### src/layer_consts.svh
`ifndef LAYER_CONSTS_SVH
`define LAYER_CONSTS_SVH

////////////////////////////////////////////////////////////////////////
// Video memory bus
////////////////////////////////////////////////////////////////////////

`define BUS_AW 15       // Word address
`define BUS_DW 32

////////////////////////////////////////////////////////////////////////
// Line buffer and display geometry
////////////////////////////////////////////////////////////////////////

`define LB_IDX_W 10
`define LINE_PIXELS 640
`define LINE_IDX_W 9

// Scroll registers cover a 4096 pixel plane
`define SCROLL_W 12

`endif

### src/layer_pkg.sv
`include "layer_consts.svh"

package layer_pkg;

    // Colour depth code, 0 is not supported
    typedef enum logic [1:0] {
        DEPTH_2BPP = 2'd1,
        DEPTH_4BPP = 2'd2,
        DEPTH_8BPP = 2'd3
    } depth_e;

    // Layer register set
    typedef struct packed {
        depth_e               depth;
        logic                 tile_w16;
        logic                 tile_h16;
        logic [1:0]           map_w;      // 0:32 1:64 2:128 3:256
        logic [1:0]           map_h;
        logic [7:0]           map_base;   // Units of 128 words
        logic [7:0]           tile_base;
        logic [`SCROLL_W-1:0] hscroll;
        logic [`SCROLL_W-1:0] vscroll;
    } layer_cfg_t;

    typedef struct packed {
        logic [`BUS_AW-1:0] addr;
        logic               strobe;
    } bus_req_t;

    typedef struct packed {
        logic                 en;
        logic [`LB_IDX_W-1:0] idx;
        logic [7:0]           data;
    } lb_write_t;

    // Pattern word handed from fetch to serializer
    typedef struct packed {
        logic [`BUS_DW-1:0] data;
        logic [7:0]         attr;     // Map entry bits 15:8
        logic               start;
    } render_word_t;

endpackage

### src/layer_renderer.sv
`timescale 1ns/100ps
`include "layer_consts.svh"

module layer_renderer (
    input  logic                   clk,
    input  logic                   rst,
    input  logic [`LINE_IDX_W-1:0] line_idx,
    input  logic                   line_render_start,
    input  layer_pkg::layer_cfg_t  cfg,
    input  logic [`BUS_DW-1:0]     bus_rddata,
    input  logic                   bus_ack,
    output layer_pkg::bus_req_t    bus,
    output layer_pkg::lb_write_t   lb_wr
);
    import layer_pkg::*;

    // Fetch side to address arithmetic
    logic [7:0]         htile_cnt;
    logic [1:0]         word_cnt;
    logic [`BUS_DW-1:0] map_word;
    logic [`BUS_AW-1:0] map_addr;
    logic [`BUS_AW-1:0] tile_addr;
    logic               map_odd;
    logic [7:0]         attr;
    logic [3:0]         tile_line;

    // Fetch side to serializer
    render_word_t       render;
    logic               busy;
    logic               line_done;

    tile_addr_calc u_addr (
        .cfg       (cfg),
        .line_idx  (line_idx),
        .htile_cnt (htile_cnt),
        .word_cnt  (word_cnt),
        .map_word  (map_word),
        .map_addr  (map_addr),
        .tile_addr (tile_addr),
        .map_odd   (map_odd),
        .attr      (attr),
        .tile_line (tile_line)
    );

    line_fetch_fsm u_fetch (
        .clk               (clk),
        .rst               (rst),
        .cfg               (cfg),
        .line_render_start (line_render_start),
        .bus_rddata        (bus_rddata),
        .bus_ack           (bus_ack),
        .map_addr          (map_addr),
        .tile_addr         (tile_addr),
        .map_odd           (map_odd),
        .attr              (attr),
        .tile_line         (tile_line),
        .busy              (busy),
        .line_done         (line_done),
        .bus               (bus),
        .htile_cnt         (htile_cnt),
        .word_cnt          (word_cnt),
        .map_word          (map_word),
        .render            (render)
    );

    pixel_serializer u_pix (
        .clk               (clk),
        .rst               (rst),
        .cfg               (cfg),
        .line_render_start (line_render_start),
        .render            (render),
        .busy              (busy),
        .line_done         (line_done),
        .lb_wr             (lb_wr)
    );

endmodule

### src/line_fetch_fsm.sv
`timescale 1ns/100ps
`include "layer_consts.svh"

module line_fetch_fsm (
    input  logic                    clk,
    input  logic                    rst,
    input  layer_pkg::layer_cfg_t   cfg,
    input  logic                    line_render_start,
    input  logic [`BUS_DW-1:0]      bus_rddata,
    input  logic                    bus_ack,
    input  logic [`BUS_AW-1:0]      map_addr,
    input  logic [`BUS_AW-1:0]      tile_addr,
    input  logic                    map_odd,
    input  logic [7:0]              attr,
    input  logic [3:0]              tile_line,
    input  logic                    busy,
    input  logic                    line_done,
    output layer_pkg::bus_req_t     bus,
    output logic [7:0]              htile_cnt,
    output logic [1:0]              word_cnt,
    output logic [`BUS_DW-1:0]      map_word,
    output layer_pkg::render_word_t render
);
    import layer_pkg::*;

    typedef enum logic [2:0] {
        IDLE, FETCH_MAP, WAIT_MAP, FETCH_TILE, WAIT_TILE, RENDER
    } state_e;

    state_e             state;
    logic [`BUS_AW-1:0] addr_r;
    logic               strobe_r;
    logic [`BUS_DW-1:0] map_word_r;
    logic [`BUS_DW-1:0] tile_word_r;
    logic [`BUS_DW-1:0] render_data_r;
    logic [7:0]         render_attr_r;
    logic               render_start_r;
    logic [7:0]         htile_cnt_r;
    logic [1:0]         word_cnt_r;
    logic [1:0]         wpl_m1;         // Words per tile line - 1
    logic               two_lines;      // Two tile lines share a word
    logic [`BUS_DW-1:0] line_word;
    logic               issue;

    always_comb begin
        case (cfg.depth)
            DEPTH_2BPP: wpl_m1 = 2'd0;
            DEPTH_4BPP: wpl_m1 = cfg.tile_w16 ? 2'd1 : 2'd0;
            default:    wpl_m1 = cfg.tile_w16 ? 2'd3 : 2'd1;
        endcase
    end

    assign two_lines = (cfg.depth == DEPTH_2BPP) && !cfg.tile_w16;
    assign line_word = !two_lines   ? tile_word_r :
                       tile_line[0] ? {16'd0, tile_word_r[31:16]} : {16'd0, tile_word_r[15:0]};

    assign issue = (state == RENDER) && !busy && !line_done;

    ////////////////////////////////////////////////////////////////////
    // State and counters
    ////////////////////////////////////////////////////////////////////

    always_ff @(posedge clk or posedge rst) begin
        if (rst) begin
            state          <= IDLE;
            strobe_r       <= 1'b0;
            render_start_r <= 1'b0;
            htile_cnt_r    <= 8'd0;
            word_cnt_r     <= 2'd0;
        end else begin
            render_start_r <= issue;
            case (state)
                FETCH_MAP: begin
                    strobe_r <= 1'b1;
                    state    <= WAIT_MAP;
                end
                FETCH_TILE: begin
                    strobe_r <= 1'b1;
                    state    <= WAIT_TILE;
                end
                WAIT_MAP, WAIT_TILE: begin
                    if (bus_ack) begin
                        strobe_r <= 1'b0;
                        state    <= (state == WAIT_MAP) ? FETCH_TILE : RENDER;
                    end
                end
                RENDER: begin
                    if (line_done) begin
                        state <= IDLE;
                    end else if (!busy) begin
                        if (word_cnt_r == wpl_m1) begin
                            word_cnt_r  <= 2'd0;
                            htile_cnt_r <= htile_cnt_r + 8'd1;
                            state       <= map_odd ? FETCH_MAP : FETCH_TILE; // Entry pairs
                        end else begin
                            word_cnt_r <= word_cnt_r + 2'd1;
                            state      <= FETCH_TILE;
                        end
                    end
                end
                default: state <= IDLE;
            endcase
            if (line_render_start) begin
                state       <= FETCH_MAP;
                htile_cnt_r <= 8'd0;
                word_cnt_r  <= 2'd0;
            end
        end
    end

    // Address, fetched words and render payload
    always_ff @(posedge clk) begin
        if (state == FETCH_MAP)
            addr_r <= map_addr;
        else if (state == FETCH_TILE)
            addr_r <= tile_addr;
        if (bus_ack && state == WAIT_MAP)
            map_word_r <= bus_rddata;
        if (bus_ack && state == WAIT_TILE)
            tile_word_r <= bus_rddata;
        if (issue) begin
            render_data_r <= line_word;
            render_attr_r <= attr;
        end
    end

    assign bus       = '{addr: addr_r, strobe: strobe_r && !bus_ack};
    assign render    = '{data: render_data_r, attr: render_attr_r, start: render_start_r};
    assign htile_cnt = htile_cnt_r;
    assign word_cnt  = word_cnt_r;
    assign map_word  = map_word_r;

    a_idle_no_strobe: assert property (@(posedge clk) disable iff (rst)
        (state == IDLE) |-> !bus.strobe);
    a_start_pulse: assert property (@(posedge clk) disable iff (rst)
        render_start_r |=> !render_start_r);

endmodule

### src/pixel_serializer.sv
`timescale 1ns/100ps
`include "layer_consts.svh"

module pixel_serializer (
    input  logic                    clk,
    input  logic                    rst,
    input  layer_pkg::layer_cfg_t   cfg,
    input  logic                    line_render_start,
    input  layer_pkg::render_word_t render,
    output logic                    busy,
    output logic                    line_done,
    output layer_pkg::lb_write_t    lb_wr
);
    import layer_pkg::*;

    localparam logic [`LB_IDX_W-1:0] END_IDX  = `LINE_PIXELS;
    localparam logic [`LB_IDX_W-1:0] LAST_IDX = `LINE_PIXELS - 1;

    logic [3:0]           xcnt_r;
    logic [3:0]           xcnt_next;
    logic [3:0]           ppw_m1;         // Pixels per word - 1
    logic [3:0]           hx;
    logic [4:0]           off2;
    logic [4:0]           off4;
    logic [4:0]           off8;
    logic [7:0]           raw_px;
    logic [7:0]           color;
    logic [3:0]           sub_scroll;
    logic [`LB_IDX_W-1:0] idx_r;
    logic [`LB_IDX_W-1:0] idx_next;
    logic                 busy_r;
    logic                 busy_next;
    logic                 done_r;
    logic                 done_next;
    logic                 at_end;
    logic                 active;
    logic                 wr_en_r;
    logic                 wr_en_next;
    logic [`LB_IDX_W-1:0] wr_idx_r;
    logic [7:0]           wr_data_r;

    always_comb begin
        case (cfg.depth)
            DEPTH_2BPP: ppw_m1 = cfg.tile_w16 ? 4'd15 : 4'd7;  // 8 wide uses a half word
            DEPTH_4BPP: ppw_m1 = 4'd7;
            default:    ppw_m1 = 4'd3;
        endcase
    end

    ////////////////////////////////////////////////////////////////////
    // Pixel select, MSB pixel first within a byte
    ////////////////////////////////////////////////////////////////////

    assign hx   = render.attr[2] ? xcnt_r ^ ppw_m1 : xcnt_r;
    assign off2 = {hx[3:2], 3'b000} + {2'b00, ~hx[1:0], 1'b0};
    assign off4 = {hx[2:1], 3'b000} + {2'b00, ~hx[0], 2'b00};
    assign off8 = {hx[1:0], 3'b000};

    always_comb begin
        case (cfg.depth)
            DEPTH_2BPP: raw_px = {6'd0, render.data[off2 +: 2]};
            DEPTH_4BPP: raw_px = {4'd0, render.data[off4 +: 4]};
            default:    raw_px = render.data[off8 +: 8];
        endcase
        color = raw_px;
        if (cfg.depth != DEPTH_8BPP && raw_px[7:4] == 4'd0 && raw_px[3:0] != 4'd0)
            color[7:4] = render.attr[7:4];  // Palette offset
    end

    ////////////////////////////////////////////////////////////////////
    // Counters and write index
    ////////////////////////////////////////////////////////////////////

    assign sub_scroll = cfg.tile_w16 ? cfg.hscroll[3:0] : {1'b0, cfg.hscroll[2:0]};
    assign at_end     = (idx_r == END_IDX);
    assign active     = !at_end && (busy_r || render.start);

    always_comb begin
        xcnt_next  = xcnt_r;
        busy_next  = busy_r;
        idx_next   = idx_r;
        done_next  = done_r || at_end;
        wr_en_next = 1'b0;
        if (active) begin
            if (render.start) begin
                xcnt_next = 4'd1;
                busy_next = 1'b1;
            end else if (xcnt_r == ppw_m1) begin
                xcnt_next = 4'd0;
                busy_next = (idx_r == LAST_IDX);    // Stay busy once the line is full
            end else begin
                xcnt_next = xcnt_r + 4'd1;
            end
            wr_en_next = 1'b1;
            idx_next   = idx_r + 1'b1;
        end
        if (line_render_start) begin
            xcnt_next = 4'd0;
            busy_next = 1'b0;
            done_next = 1'b0;
            idx_next  = '0 - {{(`LB_IDX_W-4){1'b0}}, sub_scroll};
        end
    end

    always_ff @(posedge clk or posedge rst) begin
        if (rst) begin
            xcnt_r  <= 4'd0;
            busy_r  <= 1'b0;
            done_r  <= 1'b0;
            idx_r   <= '0;
            wr_en_r <= 1'b0;
        end else begin
            xcnt_r  <= xcnt_next;
            busy_r  <= busy_next;
            done_r  <= done_next;
            idx_r   <= idx_next;
            wr_en_r <= wr_en_next;
        end
    end

    always_ff @(posedge clk) begin
        wr_idx_r  <= idx_r;
        wr_data_r <= color;
    end

    assign busy      = busy_next;
    assign line_done = done_r;
    assign lb_wr     = '{en: wr_en_r, idx: wr_idx_r, data: wr_data_r};

    a_no_write_after_done: assert property (@(posedge clk) disable iff (rst)
        line_done |-> !lb_wr.en);

endmodule

### src/tile_addr_calc.sv
`timescale 1ns/100ps
`include "layer_consts.svh"

module tile_addr_calc (
    input  layer_pkg::layer_cfg_t  cfg,
    input  logic [`LINE_IDX_W-1:0] line_idx,
    input  logic [7:0]             htile_cnt,
    input  logic [1:0]             word_cnt,
    input  logic [`BUS_DW-1:0]     map_word,
    output logic [`BUS_AW-1:0]     map_addr,
    output logic [`BUS_AW-1:0]     tile_addr,
    output logic                   map_odd,
    output logic [7:0]             attr,
    output logic [3:0]             tile_line
);
    import layer_pkg::*;

    logic [`SCROLL_W-1:0] scrolled_line;
    logic [7:0]           map_row;
    logic [7:0]           map_col;
    logic [15:0]          map_idx;
    logic [15:0]          map_entry;
    logic [3:0]           tile_y;
    logic [1:0]           hflip_word;
    logic [1:0]           wpl_log;        // log2(words per tile line) + 1
    logic [2:0]           size_log;       // log2(words per tile)
    logic [`BUS_AW-1:0]   tile_rel;

    function automatic logic [7:0] wrap_map(input logic [7:0] idx, input logic [1:0] size);
        return idx & (8'hff >> (2'd3 - size));
    endfunction

    ////////////////////////////////////////////////////////////////////
    // Scroll and map wrap
    ////////////////////////////////////////////////////////////////////

    assign scrolled_line = {{(`SCROLL_W-`LINE_IDX_W){1'b0}}, line_idx} + cfg.vscroll;

    assign map_row = wrap_map(cfg.tile_h16 ? scrolled_line[11:4] : scrolled_line[10:3],
                              cfg.map_h);
    assign map_col = wrap_map(htile_cnt + (cfg.tile_w16 ? cfg.hscroll[11:4] : cfg.hscroll[10:3]),
                              cfg.map_w);

    assign map_idx  = ({8'd0, map_row} << (3'd5 + {1'b0, cfg.map_w})) | {8'd0, map_col};
    assign map_addr = {cfg.map_base, 7'd0} + map_idx[15:1];  // Two entries per word
    assign map_odd  = map_idx[0];

    ////////////////////////////////////////////////////////////////////
    // Map entry and tile address
    ////////////////////////////////////////////////////////////////////

    assign map_entry = map_odd ? map_word[31:16] : map_word[15:0];
    assign attr      = map_entry[15:8];

    assign tile_y     = cfg.tile_h16 ? scrolled_line[3:0] : {1'b0, scrolled_line[2:0]};
    assign tile_line  = map_entry[11] ? tile_y ^ (cfg.tile_h16 ? 4'd15 : 4'd7) : tile_y;
    assign hflip_word = map_entry[10] ? ~word_cnt : word_cnt;

    always_comb begin
        case (cfg.depth)
            DEPTH_2BPP: wpl_log = cfg.tile_w16 ? 2'd1 : 2'd0;
            DEPTH_4BPP: wpl_log = cfg.tile_w16 ? 2'd2 : 2'd1;
            default:    wpl_log = cfg.tile_w16 ? 2'd3 : 2'd2;
        endcase
    end

    assign size_log = 3'd2 + {2'b0, cfg.tile_h16} + {1'b0, wpl_log};

    // Word offset inside the tile
    always_comb begin
        case (wpl_log)
            2'd0:    tile_rel = {12'd0, tile_line[3:1]};     // Two lines per word
            2'd1:    tile_rel = {11'd0, tile_line};
            2'd2:    tile_rel = {10'd0, tile_line, hflip_word[0]};
            default: tile_rel = {9'd0, tile_line, hflip_word};
        endcase
    end

    assign tile_addr = {cfg.tile_base, 7'd0} + ({5'd0, map_entry[9:0]} << size_log) + tile_rel;

endmodule

### config.mk
export PLATFORM = sky130hd
export DESIGN_NAME = layer_renderer
export DESIGN_NICKNAME = d
export VERILOG_FILES = /design/src/layer_pkg.sv /design/src/layer_renderer.sv /design/src/line_fetch_fsm.sv /design/src/pixel_serializer.sv /design/src/tile_addr_calc.sv
export VERILOG_INCLUDE_DIRS = /design/src /design/src/src
export SDC_FILE = /design/constraint.sdc
export NUM_CORES = 1
export LEC_CHECK = 0
export BUFFER_PORTS_ARGS = -buffer_cell sky130_fd_sc_hd__buf_2
export CAP_MARGIN = 20
export CORE_UTILIZATION = 45
export CTS_CLUSTER_SIZE = 14
export DETAILED_ROUTE_END_ITERATION = 10
export PLACE_DENSITY_LB_ADDON = 0.25
export SKIP_CTS_REPAIR_TIMING = 1
export SLEW_MARGIN = 10
export SYNTH_ARGS = -nofsm -noshare
export SYNTH_HDL_FRONTEND = slang
export SYNTH_HIERARCHICAL = 1
export SYNTH_SLANG_ARGS = --single-unit
### constraint.sdc
create_clock -name clk -period 13.9 [get_ports clk]
set_clock_uncertainty 0.15 [all_clocks]
set_input_delay 2.78 -clock clk [delete_from_list [all_inputs] [get_ports clk]]
set_output_delay 2.78 -clock clk [all_outputs]
set_load 0.02 [all_outputs]
==> impl_metrics.py <==
metrics = {
    "critical_path": {
        "crit_family": "compound AO/OA/AOI/OAI gates",
        "required_ps": 13940,
        "end_kind": "flop",
        "crit_end": "u_fetch/addr_r[12]$_DFFE_PP_",
        "rr_startpoint": "u_fetch/htile_cnt[0]$_DFFE_PP0P_",
        "path_cells": "buf_2 -> inv_1 -> ha_1 -> inv_1 -> nand2_1 -> o21bai_4 -> mux2i_4 -> xnor2_1 -> mux2i_1 -> o21ai_0 -> ha_1 -> inv_1 -> fa_1 -> nor2b_1 -> o21ai_0 -> a21boi_0 -> o21ai_0 -> a21oi_1 -> o21ai_2 -> a211oi_1 -> mux2i_1 -> o2111ai_1 -> mux2_2",
        "reg2reg_depth": 19,
        "cp_num_buf_inv": 4,
        "path_class": "in2reg",
        "max_stage_delay_ps": 620,
        "cp_max_fo": 15,
        "r2r-end": "u_fetch/addr_r[12]$_DFFE_PP_",
        "cp.arrival_ps": 8250,
        "crit_path_top_delay_cell": "o21bai_4",
        "setup.worst_path.start": "cfg[42]",
        "path_depth": 23,
        "r2r_slack_ps": 8530,
        "startpoint_type": "input pin",
    },
    "run_status": {
        "outcome": "complete, no violations",
    },
    "sta": {
        "finalCritPeriodShare": 0.591,
        "fmax_mhz": 122,
        "min_period_ps": 8210,
        "finalMaxSlewViolations": 0,
        "max_slew_margin": 0.337,
        "worst_slew_pin_slew_ps": 993,
        "tns_ps": 0,
        "holdWs_ps": 305,
        "setup_violations": 0,
        "finalHoldViolCount": 0,
        "rsz0062_at_grt": "false",
    },
    "clock_network": {
        "clkSinkCount": 166,
        "clk-insertion-delay-late_ps": 440,
        "htreeDepth": 4,
        "cts_root_buf": "clkbuf_16",
        "clkTransAtPathRegs_ps": 80,
        "cts_tree": "done",
        "cts_buffers": 17,
        "cts.path.max_buffers": 2,
    },
    "floorplanning": {
        "row_count": 58,
        "ioPinCount": 128,
        "die_area_um2": 26700,
        "die_h_um": 163,
        "core_um2": 25400,
        "start_util": 0.462,
        "die_x_um": 163,
    },
    "cells_and_area": {
        "drive_gt1_frac": 0.262,
        "area_growth_pct": 12.1,
        "antennaDiodeCount": 0,
        "final_cell_area_um2": 13200,
        "nNetsFinal": 1318,
        "finalNonFillerCells": 1512,
    },
    "place": {
        "place_area_um2": 12500,
        "io_buffers": 127,
        "hpwl_um": 20400,
        "dp_cells": 1479,
        "globalplace.congestion": 0.886,
    },
    "drt": {
        "drc": 0,
        "antenna_left": 0,
        "wl_per_cell_um": 18.1,
        "wl_um": 27400,
        "viasPerCell": 5.86,
        "drtIter0Drc": 728,
        "firstDrtPassIters": 5,
        "vias": 8854,
    },
    "flow_run": {
        "maxCapViolCount": 0,
    },
    "grt": {
        "grt_use_total": 0.208,
        "grt_pass1_vias": 8265,
        "overflow": 0,
        "met1_usage": 0.302,
        "grtUsageMet3": 0.0328,
        "grt_pass1_wl_um": 43400,
        "grt.busiest_layer": "met2",
        "antenna_found_initial": 0,
        "grtUsageMet2": 0.313,
        "grt_max_degree": 66,
    },
    "synth": {
        "syn_area_um2": 11700,
        "yosys_warnings": 6,
        "post_synth.cell_area_avg_um2": 11.0,
        "syn_inst": 1068,
        "syn-num-nets": 1217,
    },
    "power_and_ir_drop": {
        "cellLeakagePower_nw": 5.20,
        "p_per_area_nw_per_um2": 112,
        "power_mw": 1.48,
        "ir_drop_v": 0.0000799,
    },
    "hold_path": {
        "hp-class": "reg2reg",
    },
}
-- layer usage --
metal	vias up	routed length [um]
met5	-	0
met4	0	726
met3	35	1720
met2	297	12200
met1	4286	12800
li1	4236	-
-- flip-flops by register name, summed over array words and instances (netlist names), 2 cells and up --
signal,cells
u_fetch/tile_word_r,32
u_fetch/htile_cnt,8
u_fetch/render_data_r,32
u_pix/wr_data_r,8
u_pix/idx_r,10
u_fetch/word_cnt,2
u_fetch/addr_r,15
u_fetch/state,3
u_pix/wr_idx_r,10
u_fetch/map_word,32
u_fetch/render_attr_r,5
u_pix/xcnt_r,4
-- metrics by stage --
step	setup WS, ps	utilization
global placement	5390	0.493
CTS	5700	0.517
detailed placement	5270	0.493
floorplan	6040	-
finish	5690	0.518
global route	5230	0.518
-- cell usage in the layout (no fill, tap or decap), types with 6 or more instances in the layout --
cell type / n
clkbuf_16: 17
nand2b_1: 15
nor2_1: 68
xor2_1: 14
and2_1: 21
a31oi_1: 7
o31ai_1: 10
a21o_1: 7
edfxtp_1: 116
ha_1: 52
mux2_2: 50
dfxtp_1: 18
buf_2: 127
dfrtp_1: 31
xnor2_1: 31
a211oi_1: 10
nor2b_1: 14
o22ai_1: 7
and3_1: 9
nand3b_1: 12
nand2_1: 69
mux4_2: 36
o21ai_0: 49
o211ai_1: 6
inv_1: 53
mux2i_1: 54
nand3_1: 27
nor3_1: 18
o21ai_1: 6
a21oi_1: 52
-- report_power, final --
part	internal [mW]	switching, mW
combinational	0.172	0.223
sequential	0.569	0.0189
clock	0.250	0.246
-- worst min path at each step --
stage,from,endpoint,cells past startpoint
floorplan,u_pix/idx_r[5]$_DFFE_PP0P_,u_pix/wr_idx_r[5]$_DFF_P_,0
global placement,u_pix/idx_r[1]$_DFFE_PP0P_,u_pix/wr_idx_r[1]$_DFF_P_,0
detailed placement,u_pix/idx_r[7]$_DFFE_PP0P_,u_pix/wr_idx_r[7]$_DFF_P_,0
CTS,u_pix/idx_r[7]$_DFFE_PP0P_,u_pix/wr_idx_r[7]$_DFF_P_,0
global route,u_pix/idx_r[7]$_DFFE_PP0P_,u_pix/wr_idx_r[7]$_DFF_P_,0
finish,u_pix/idx_r[1]$_DFFE_PP0P_,u_pix/wr_idx_r[1]$_DFF_P_,0
-- layout make-up --
cell class	instances	area [um^2]
Fill cell	2255	12200
Multi-Input combinational cell	793	6560
Sequential cell	166	4650
Timing Repair Buffer	133	693
Clock buffer	17	425
Tap cell	330	413
Inverter	58	218
Clock inverter	15	204
(Power assumes the default switching activity.)
